## src/accel_defs.svh

```systemverilog
////////////////////////////////////////////////////////////
// Accelerator widths and soft reset timing
////////////////////////////////////////////////////////////

`ifndef ACCEL_DEFS_SVH
`define ACCEL_DEFS_SVH

// Data word and match key
`define ACCEL_DATA_W 32

// Job length in words
`define ACCEL_LEN_W 16

// Statistics counters
`define ACCEL_STAT_W 32

// Soft reset low time in clock cycles
`define ACCEL_SOFT_RESET_CYCLES 4

`endif

```

## src/accel_pkg.sv

```systemverilog
////////////////////////////////////////////////////////////
// Accelerator types shared by the compute unit and the
// completion controller
////////////////////////////////////////////////////////////

`default_nettype none

`include "accel_defs.svh"

package accel_pkg;

	// Job opcode
	typedef enum logic {
		OP_SUM   = 1'b0,
		OP_MATCH = 1'b1
	} cu_op_t;

	// Completion controller states
	typedef enum logic [2:0] {
		DONE_RESET         = 3'd0,
		DONE_IDLE          = 3'd1,
		DONE_RESET_REQ     = 3'd2,
		DONE_RESET_PENDING = 3'd3,
		DONE_MMIO_REQ      = 3'd4
	} done_state_t;

	////////////////////////////////////////////////////////////
	// Compute unit return word
	////////////////////////////////////////////////////////////

	// Same 64 bits, decoded by the job opcode
	// SUM reads the whole word as one total
	// MATCH reads match count in the upper half
	typedef union packed {
		logic [2*`ACCEL_DATA_W-1:0] sum_view;
		struct packed {
			logic [`ACCEL_DATA_W-1:0] match_count;
			logic [`ACCEL_DATA_W-1:0] word_count;
		} match_view;
	} cu_return_t;

endpackage

`default_nettype wire

```

## src/compute_unit.sv

```systemverilog
////////////////////////////////////////////////////////////
// Compute unit: takes one job and its data stream, reduces
// the words to a sum or a match count, then raises done
////////////////////////////////////////////////////////////

`timescale 1ns/1ps
`default_nettype none

`include "accel_defs.svh"

module compute_unit (
	input  wire logic                     clock,
	input  wire logic                     rstn,
	input  wire logic                     soft_rstn,
	input  wire logic                     job_valid,
	output logic                          job_ready,
	input  wire accel_pkg::cu_op_t        job_op,
	input  wire logic [`ACCEL_LEN_W-1:0]  job_len,
	input  wire logic [`ACCEL_DATA_W-1:0] job_key,
	input  wire logic                     data_valid,
	output logic                          data_ready,
	input  wire logic [`ACCEL_DATA_W-1:0] data_word,
	input  wire logic                     accept_jobs,
	output logic                          busy,
	output logic                          done,
	output accel_pkg::cu_return_t         cu_return,
	output accel_pkg::cu_op_t             op
);

	import accel_pkg::*;

	// State encoding
	localparam logic [1:0] CU_IDLE = 2'd0;
	localparam logic [1:0] CU_RUN  = 2'd1;
	localparam logic [1:0] CU_FIN  = 2'd2;

	logic [1:0]                state;
	logic [`ACCEL_LEN_W-1:0]   remaining;
	logic [`ACCEL_DATA_W-1:0]  key;
	logic [2*`ACCEL_DATA_W-1:0] sum_acc;
	logic [`ACCEL_DATA_W-1:0]  match_cnt;
	logic [`ACCEL_DATA_W-1:0]  word_cnt;
	logic                      job_fire;
	logic                      data_fire;

	// Only idle, out of soft reset, and with no result pending
	assign job_ready  = (state == CU_IDLE) && soft_rstn && accept_jobs;
	assign job_fire   = job_valid && job_ready;
	assign busy       = (state == CU_RUN);
	assign data_ready = busy;
	assign data_fire  = data_valid && data_ready;
	assign done       = (state == CU_FIN);

	////////////////////////////////////////////////////////////
	// Job FSM
	////////////////////////////////////////////////////////////

	always_ff @(posedge clock or negedge rstn) begin
		if (!rstn) begin
			state     <= CU_IDLE;
			remaining <= '0;
			op        <= OP_SUM;
		end else if (!soft_rstn) begin
			state     <= CU_IDLE;
			remaining <= '0;
		end else begin
			case (state)
				CU_IDLE: begin
					if (job_fire) begin
						op        <= job_op;
						remaining <= job_len;
						// Empty job finishes at once
						state     <= (job_len == '0) ? CU_FIN : CU_RUN;
					end
				end
				CU_RUN: begin
					if (data_fire) begin
						remaining <= remaining - 1'b1;
						if (remaining == 1)
							state <= CU_FIN;
					end
				end
				// Held until soft reset
				CU_FIN: state <= CU_FIN;
				default: state <= CU_IDLE;
			endcase
		end
	end

	// Accumulators, cleared per job
	always_ff @(posedge clock) begin
		if (!soft_rstn || job_fire) begin
			sum_acc   <= '0;
			match_cnt <= '0;
			word_cnt  <= '0;
			key       <= job_key;
		end else if (data_fire) begin
			sum_acc  <= sum_acc + {{`ACCEL_DATA_W{1'b0}}, data_word};
			word_cnt <= word_cnt + 1'b1;
			if (data_word == key)
				match_cnt <= match_cnt + 1'b1;
		end
	end

	// Return word view picked by opcode
	always_comb begin
		cu_return.sum_view = sum_acc;
		if (op == OP_MATCH) begin
			cu_return.match_view.match_count = match_cnt;
			cu_return.match_view.word_count  = word_cnt;
		end
	end

endmodule

`default_nettype wire

```

## src/response_counter.sv

```systemverilog
////////////////////////////////////////////////////////////
// Job statistics: accepted words, stalls and busy cycles
////////////////////////////////////////////////////////////

`timescale 1ns/1ps
`default_nettype none

`include "accel_defs.svh"

module response_counter (
	input  wire logic                     clock,
	input  wire logic                     rstn,
	input  wire logic                     soft_rstn,
	input  wire logic                     busy,
	input  wire logic                     data_valid,
	input  wire logic                     data_ready,
	output logic [`ACCEL_STAT_W-1:0]      stat_words,
	output logic [`ACCEL_STAT_W-1:0]      stat_stalls,
	output logic [`ACCEL_STAT_W-1:0]      stat_cycles
);

	// Increment that sticks at all ones
	function automatic logic [`ACCEL_STAT_W-1:0] sat_inc(
		input logic [`ACCEL_STAT_W-1:0] value
	);
		if (&value)
			return value;
		return value + 1'b1;
	endfunction

	always_ff @(posedge clock or negedge rstn) begin
		if (!rstn) begin
			stat_words  <= '0;
			stat_stalls <= '0;
			stat_cycles <= '0;
		end else if (!soft_rstn) begin
			// Cleared between jobs
			stat_words  <= '0;
			stat_stalls <= '0;
			stat_cycles <= '0;
		end else if (busy) begin
			stat_cycles <= sat_inc(stat_cycles);
			// Word accepted on handshake
			if (data_valid && data_ready)
				stat_words <= sat_inc(stat_words);
			// Source had nothing to give
			if (!data_valid)
				stat_stalls <= sat_inc(stat_stalls);
		end
	end

endmodule

`default_nettype wire

```

## src/soft_reset_ctrl.sv

```systemverilog
////////////////////////////////////////////////////////////
// Soft reset sequencer: a low request pulse gives a soft
// reset held low for a fixed number of cycles
////////////////////////////////////////////////////////////

`timescale 1ns/1ps
`default_nettype none

`include "accel_defs.svh"

module soft_reset_ctrl (
	input  wire logic clock,
	input  wire logic rstn,
	input  wire logic reset_done,
	output logic      soft_rstn
);

	localparam int CNT_W = $clog2(`ACCEL_SOFT_RESET_CYCLES + 1);

	logic [CNT_W-1:0] count;

	always_ff @(posedge clock or negedge rstn) begin
		if (!rstn) begin
			soft_rstn <= 1'b1;
			count     <= '0;
		end else if (!reset_done) begin
			// New request, also restarts a running reset
			soft_rstn <= 1'b0;
			count     <= CNT_W'(`ACCEL_SOFT_RESET_CYCLES - 1);
		end else if (!soft_rstn) begin
			if (count == '0)
				soft_rstn <= 1'b1;
			else
				count <= count - 1'b1;
		end
	end

endmodule

`default_nettype wire

```

## src/done_control.sv

```systemverilog
////////////////////////////////////////////////////////////
// Completion FSM: latches result and statistics, runs the
// soft reset, then offers the result to the host
////////////////////////////////////////////////////////////

`timescale 1ns/1ps
`default_nettype none

`include "accel_defs.svh"

module done_control (
	input  wire logic                     clock,
	input  wire logic                     rstn,
	input  wire logic                     soft_rstn,
	input  wire logic                     enable,
	input  wire logic                     cu_done,
	input  wire accel_pkg::cu_op_t        cu_op,
	input  wire accel_pkg::cu_return_t    cu_return,
	input  wire logic [`ACCEL_STAT_W-1:0] stat_words,
	input  wire logic [`ACCEL_STAT_W-1:0] stat_stalls,
	input  wire logic [`ACCEL_STAT_W-1:0] stat_cycles,
	input  wire logic                     result_ready,
	output logic                          reset_done,
	output logic                          idle,
	output logic                          result_valid,
	output accel_pkg::cu_op_t             result_op,
	output accel_pkg::cu_return_t         result,
	output logic [`ACCEL_STAT_W-1:0]      out_words,
	output logic [`ACCEL_STAT_W-1:0]      out_stalls,
	output logic [`ACCEL_STAT_W-1:0]      out_cycles
);

	import accel_pkg::*;

	logic        rstn_q;
	logic        enable_q;
	logic        soft_meta;
	logic        soft_sync;
	logic        soft_rise;
	done_state_t state;
	done_state_t next_state;

	// Local reset, one cycle late on release
	always_ff @(posedge clock or negedge rstn) begin
		if (!rstn)
			rstn_q <= 1'b0;
		else
			rstn_q <= 1'b1;
	end

	////////////////////////////////////////////////////////////
	// Soft reset sync and enable
	////////////////////////////////////////////////////////////

	always_ff @(posedge clock or negedge rstn_q) begin
		if (!rstn_q) begin
			soft_meta <= 1'b1;
			soft_sync <= 1'b1;
			soft_rise <= 1'b0;
			enable_q  <= 1'b0;
		end else begin
			soft_meta <= soft_rstn;
			soft_sync <= soft_meta;
			// Release of soft reset
			soft_rise <= soft_meta && !soft_sync;
			enable_q  <= enable;
		end
	end

	////////////////////////////////////////////////////////////
	// Completion FSM
	////////////////////////////////////////////////////////////

	always_comb begin
		next_state = state;
		case (state)
			DONE_RESET:         next_state = DONE_IDLE;
			DONE_IDLE:          if (cu_done) next_state = DONE_RESET_REQ;
			DONE_RESET_REQ:     next_state = DONE_RESET_PENDING;
			DONE_RESET_PENDING: if (soft_rise) next_state = DONE_MMIO_REQ;
			DONE_MMIO_REQ:      if (result_ready) next_state = DONE_IDLE;
			default:            next_state = DONE_RESET;
		endcase
	end

	// Gated by last cycle's enable
	// Host handshake always completes so valid never repeats a transfer
	always_ff @(posedge clock or negedge rstn_q) begin
		if (!rstn_q)
			state <= DONE_RESET;
		else if (enable_q || (state == DONE_MMIO_REQ && result_ready))
			state <= next_state;
	end

	// One cycle low pulse, only when leaving RESET_REQ
	always_ff @(posedge clock or negedge rstn_q) begin
		if (!rstn_q)
			reset_done <= 1'b1;
		else
			reset_done <= !(state == DONE_RESET_REQ && enable_q);
	end

	// Track live values while idle, frozen afterwards
	always_ff @(posedge clock) begin
		if (state == DONE_IDLE) begin
			result     <= cu_return;
			result_op  <= cu_op;
			out_words  <= stat_words;
			out_stalls <= stat_stalls;
			out_cycles <= stat_cycles;
		end
	end

	assign idle         = (state == DONE_IDLE);
	assign result_valid = (state == DONE_MMIO_REQ);

endmodule

`default_nettype wire

```

## src/accel_top.sv

```systemverilog
////////////////////////////////////////////////////////////
// Job accelerator top: compute unit, statistics, soft
// reset sequencer and completion controller
////////////////////////////////////////////////////////////

`timescale 1ns/1ps
`default_nettype none

`include "accel_defs.svh"

module accel_top (
	input  wire logic                     clock,
	input  wire logic                     rstn,
	input  wire logic                     enable,
	// Job port
	input  wire logic                     job_valid,
	output logic                          job_ready,
	input  wire accel_pkg::cu_op_t        job_op,
	input  wire logic [`ACCEL_LEN_W-1:0]  job_len,
	input  wire logic [`ACCEL_DATA_W-1:0] job_key,
	// Data port
	input  wire logic                     data_valid,
	output logic                          data_ready,
	input  wire logic [`ACCEL_DATA_W-1:0] data_word,
	// Result port
	output logic                          result_valid,
	input  wire logic                     result_ready,
	output accel_pkg::cu_op_t             result_op,
	output accel_pkg::cu_return_t         result,
	output logic [`ACCEL_STAT_W-1:0]      stat_words,
	output logic [`ACCEL_STAT_W-1:0]      stat_stalls,
	output logic [`ACCEL_STAT_W-1:0]      stat_cycles
);

	import accel_pkg::*;

	logic                     cu_busy;
	logic                     cu_done;
	cu_return_t               cu_return;
	cu_op_t                   cu_op;
	logic                     cu_soft_rstn;
	logic                     reset_done;
	logic                     ctrl_idle;
	logic [`ACCEL_STAT_W-1:0] cnt_words;
	logic [`ACCEL_STAT_W-1:0] cnt_stalls;
	logic [`ACCEL_STAT_W-1:0] cnt_cycles;

	compute_unit compute_unit_i (
		.clock, .rstn, .soft_rstn(cu_soft_rstn),
		.job_valid, .job_ready, .job_op, .job_len, .job_key,
		.data_valid, .data_ready, .data_word,
		.accept_jobs(ctrl_idle), .busy(cu_busy), .done(cu_done),
		.cu_return, .op(cu_op)
	);

	// Statistics watch the data handshake during busy
	response_counter response_counter_i (
		.clock, .rstn, .soft_rstn(cu_soft_rstn), .busy(cu_busy),
		.data_valid, .data_ready,
		.stat_words(cnt_words), .stat_stalls(cnt_stalls), .stat_cycles(cnt_cycles)
	);

	soft_reset_ctrl soft_reset_ctrl_i (
		.clock, .rstn, .reset_done, .soft_rstn(cu_soft_rstn)
	);

	done_control done_control_i (
		.clock, .rstn, .soft_rstn(cu_soft_rstn), .enable,
		.cu_done, .cu_op, .cu_return,
		.stat_words(cnt_words), .stat_stalls(cnt_stalls), .stat_cycles(cnt_cycles),
		.result_ready, .reset_done, .idle(ctrl_idle),
		.result_valid, .result_op, .result,
		.out_words(stat_words), .out_stalls(stat_stalls), .out_cycles(stat_cycles)
	);

endmodule

`default_nettype wire

```

## config.mk

```make
export PLATFORM = sky130hd
export DESIGN_NAME = accel_top
export DESIGN_NICKNAME = d
export VERILOG_FILES = /design/src/accel_pkg.sv /design/src/compute_unit.sv /design/src/response_counter.sv /design/src/soft_reset_ctrl.sv /design/src/done_control.sv /design/src/accel_top.sv
export VERILOG_INCLUDE_DIRS = /design/src
export SDC_FILE = /design/constraint.sdc
export NUM_CORES = 1
export LEC_CHECK = 0
export BUFFER_PORTS_ARGS = -buffer_cell sky130_fd_sc_hd__buf_2
export CORE_MARGIN = 5
export CORE_UTILIZATION = 32
export DETAILED_ROUTE_END_ITERATION = 10
export SYNTH_ARGS = -nofsm -noshare
export SYNTH_HDL_FRONTEND = slang
export SYNTH_SLANG_ARGS = --single-unit
```

## constraint.sdc

```tcl
create_clock -name clock -period 13.6 [get_ports clock]
set_clock_uncertainty 0.1 [all_clocks]
set_input_delay 1.36 -clock clock [delete_from_list [all_inputs] [get_ports clock]]
set_output_delay 1.36 -clock clock [all_outputs]
set_load 0.005 [all_outputs]
```

==> flow_summary.json <==
{
  "cpPeakStageDelay_ps": 870,
  "grt_use_total_pct": 15.3,
  "reg2regPathDepth": 9,
  "ant_nets": 0,
  "critPathArrivalTime_ps": 4450,
  "dpl_cell_area_um2": 22900,
  "path_delay_family": "simple AND/OR/NAND/NOR gates",
  "holdCritPathClass": "reg -> async",
  "crit_path_top_delay_cell": "or4_1",
  "wl_per_cell_um": 17.9,
  "max-vdd-ir-drop_v": 0.000244,
  "yosys-top-cells-area": "edfxtp_1, dfrtp_1, dfxtp_1",
  "multiInputGateArea_um2": 8750,
  "hold_buffers": 0,
  "via_per_inst": 5.06,
  "drt_first_iter_violations": 1077,
  "yosysMostFrequentCell": "nor2_1",
  "critPathBufInv": 1,
  "post-cts-setup-buffers": 0,
  "synthCells": 1956,
  "total_power_w": 0.00499,
  "cp.depth": 9,
  "tns_ps": 0,
  "dieArea_um2": 70200,
  "yosys_register_bits": 449,
  "grt_setup_unrepaired": "false",
  "cellPowerDensity_nw_per_um2": 202,
  "syn_area_per_cell_um2": 10.6,
  "regArea_um2": 11600,
  "grt_pass1_vias": 15700,
  "htreeDepth": 2,
  "p_leak_nw": 9.77,
  "worstPathCellList": "buf_2, xnor2_1, nand4_1, nor4_1, nand4_1, or4_1, nor3_1, xnor2_1, nor2_1",
  "clkLatencyLatePin_ps": 590,
  "reg_top3": "compute_unit_i.sum_acc: 64 flops, done_control_i.result: 64 flops",
  "cts_root_buf": "clkbuf_16",
  "pin_count": 251,
  "async_flop_share_pct": 28.5,
  "r2r_slack_ps": 9610,
  "yosysSeqAreaShare_pct": 55.6,
  "r2r-end": "response_counter_i.stat_stalls[26]",
  "synth_flop_cell": "edfxtp_1",
  "post-dp-hpwl_um": 39100,
  "netlist_area_um2": 20800,
  "ys_warn_count": 0,
  "yosys-top-cells-count": "nor2_1, edfxtp_1, nand2_1",
  "ctsLongestPathBuffers": 3,
  "synth_nets": 2089,
  "maxCapViolations": 0,
  "gp_routability_congestion": 0.879,
  "grt_pass1_wl_um": 87300,
  "yosys.area.top_type": "edfxtp_1",
  "slew_violations": 0,
  "end_kind": "flop",
  "core_area_um2": 64500,
  "antenna_found_initial": 3,
  "drive_gt1_share_pct": 19.9,
  "yosys.cell_types.count": 72,
  "drt_wl_total_um": 55200,
  "required_ps": 13920,
  "crit_type": "in -> reg",
  "fin_nets": 2328,
  "design_area_um2": 24700,
  "fin_crit_ps": 4130,
  "cts_buffers": 51,
  "worst_slew_pin_slew_ps": 1100,
  "clock_sinks": 449,
  "final.fill_count": 6325,
  "cts_tree": "built",
  "rr_startpoint": "compute_unit_i.state[1]",
  "start_util_pct": 32.3,
  "portBuffers": 250,
  "yosys.area.top_type_share_pct": 27.9,
  "die_h_um": 265,
  "outcome": "finished, final reports clean",
  "clk_pin_slew_ps": 60,
  "crit_fanout": 17,
  "drcViolationCount": 0,
  "dr.pass1.iters": 5,
  "grt_max_degree": 162,
  "slew_headroom_pct": 26.4,
  "areaGrowthSynthToFinish_pct": 19.0,
  "die_w_um": 265,
  "cts_resized": 0,
  "rows": 93,
  "fmax_mhz": 242,
  "period_share_pct": 30.3,
  "vias": 15700,
  "synth_edf_count": 193,
  "setup_viol": 0,
  "critPathLaunchType": "primary input",
  "finalHoldViolations": 0,
  "gr-total-overflow": 0
}
stage by stage:
step / hold WS (ps) / util [%] / setup slack (ps) / cells
after floorplan: -7.66 / - / 4380 / 1956
final: 19.0 / 38.4 / 9470 / 3094
after detailed placement: 35.1 / 35.6 / 8880 / 2997
after global routing: 55.3 / 38.4 / 9370 / 3093
after CTS: 32.4 / 38.4 / 9510 / 3092
after global placement: 31.8 / 35.6 / 8920 / 2997
routing by layer:
layer | vias to the layer above | global-route usage, % | wire length, um | part of all wire [%]
li1 | 7531 | - | - | -
met1 | 7605 | 20.8 | 25000 | 45
met2 | 418 | 24.7 | 25700 | 46
met3 | 101 | 2.75 | 2860 | 5.2
met4 | 4 | 5.09 | 1730 | 3.1
met5 | - | 0 | 34 | 0.062
worst reg2reg max path, delay by kind of cell (launching register included):
kind	cells	cell delay, ps
buffers and inverters	3	790
AND/OR/NAND/NOR	3	1640
AO/OA/AOI/OAI	2	750
adder cells (fa/ha/maj)	1	180
flip-flops	1	440
final cells by class:
class / instances / share of cell area, %
repair buffers: 261 / 5.45
multi-input cells: 1379 / 35.4
flip-flops and latches: 449 / 46.8
inverters: 53 / 0.814
clock buffers: 60 / 5.50
clock inverters: 35 / 1.77
well taps: 855 / 4.32
diodes: 2 / 0.0202
cell usage in the layout, fill, tap and decap left out, types with 45 or more instances in the layout:
cell type | synthesis | final
mux2_2 | 64 | 64
edfxtp_1 | 193 | 193
a21oi_1 | 121 | 120
clkbuf_16 | 0 | 52
inv_1 | 52 | 50
buf_2 | 8 | 249
dfxtp_1 | 128 | 128
xor2_1 | 88 | 88
ha_1 | 45 | 45
or3_1 | 48 | 48
xnor2_1 | 101 | 101
nand4_1 | 61 | 61
nand3_1 | 86 | 86
nand2_1 | 159 | 158
o21ai_0 | 85 | 85
nor2_1 | 208 | 208
dfrtp_1 | 124 | 123
how the worst max path moves through the flow:
stage	endpoint	from	slack [ps]
floorplan	compute_unit_i.key[0]	done_control_i.state[1]	4380
global placement	compute_unit_i.match_cnt[26]	data_word[1]	8920
detailed placement	compute_unit_i.match_cnt[16]	data_word[17]	8880
CTS	compute_unit_i.match_cnt[16]	data_word[1]	9510
global route	compute_unit_i.match_cnt[26]	data_word[1]	9370
finish	compute_unit_i.match_cnt[26]	data_word[1]	9470
cell families (layout without fill, tap and decap cells):
family	after synthesis	count (layout)	synth area share [%]
xor+xnor	189	189	7.96
simple gates	748	748	18.2
mux	69	69	3.71
flops	449	449	55.6
buf+inv	128	409	2.41
other cells	1	3	0.0180
compound gates	326	326	9.32
fa+ha+maj	46	46	2.80
power by group:
part	switching [W]	internal [W]
Combinational	0.000929	0.000506
Clock	0.000578	0.000890
Sequential	0.000215	0.00187
Power figures use the tool's default switching activity.
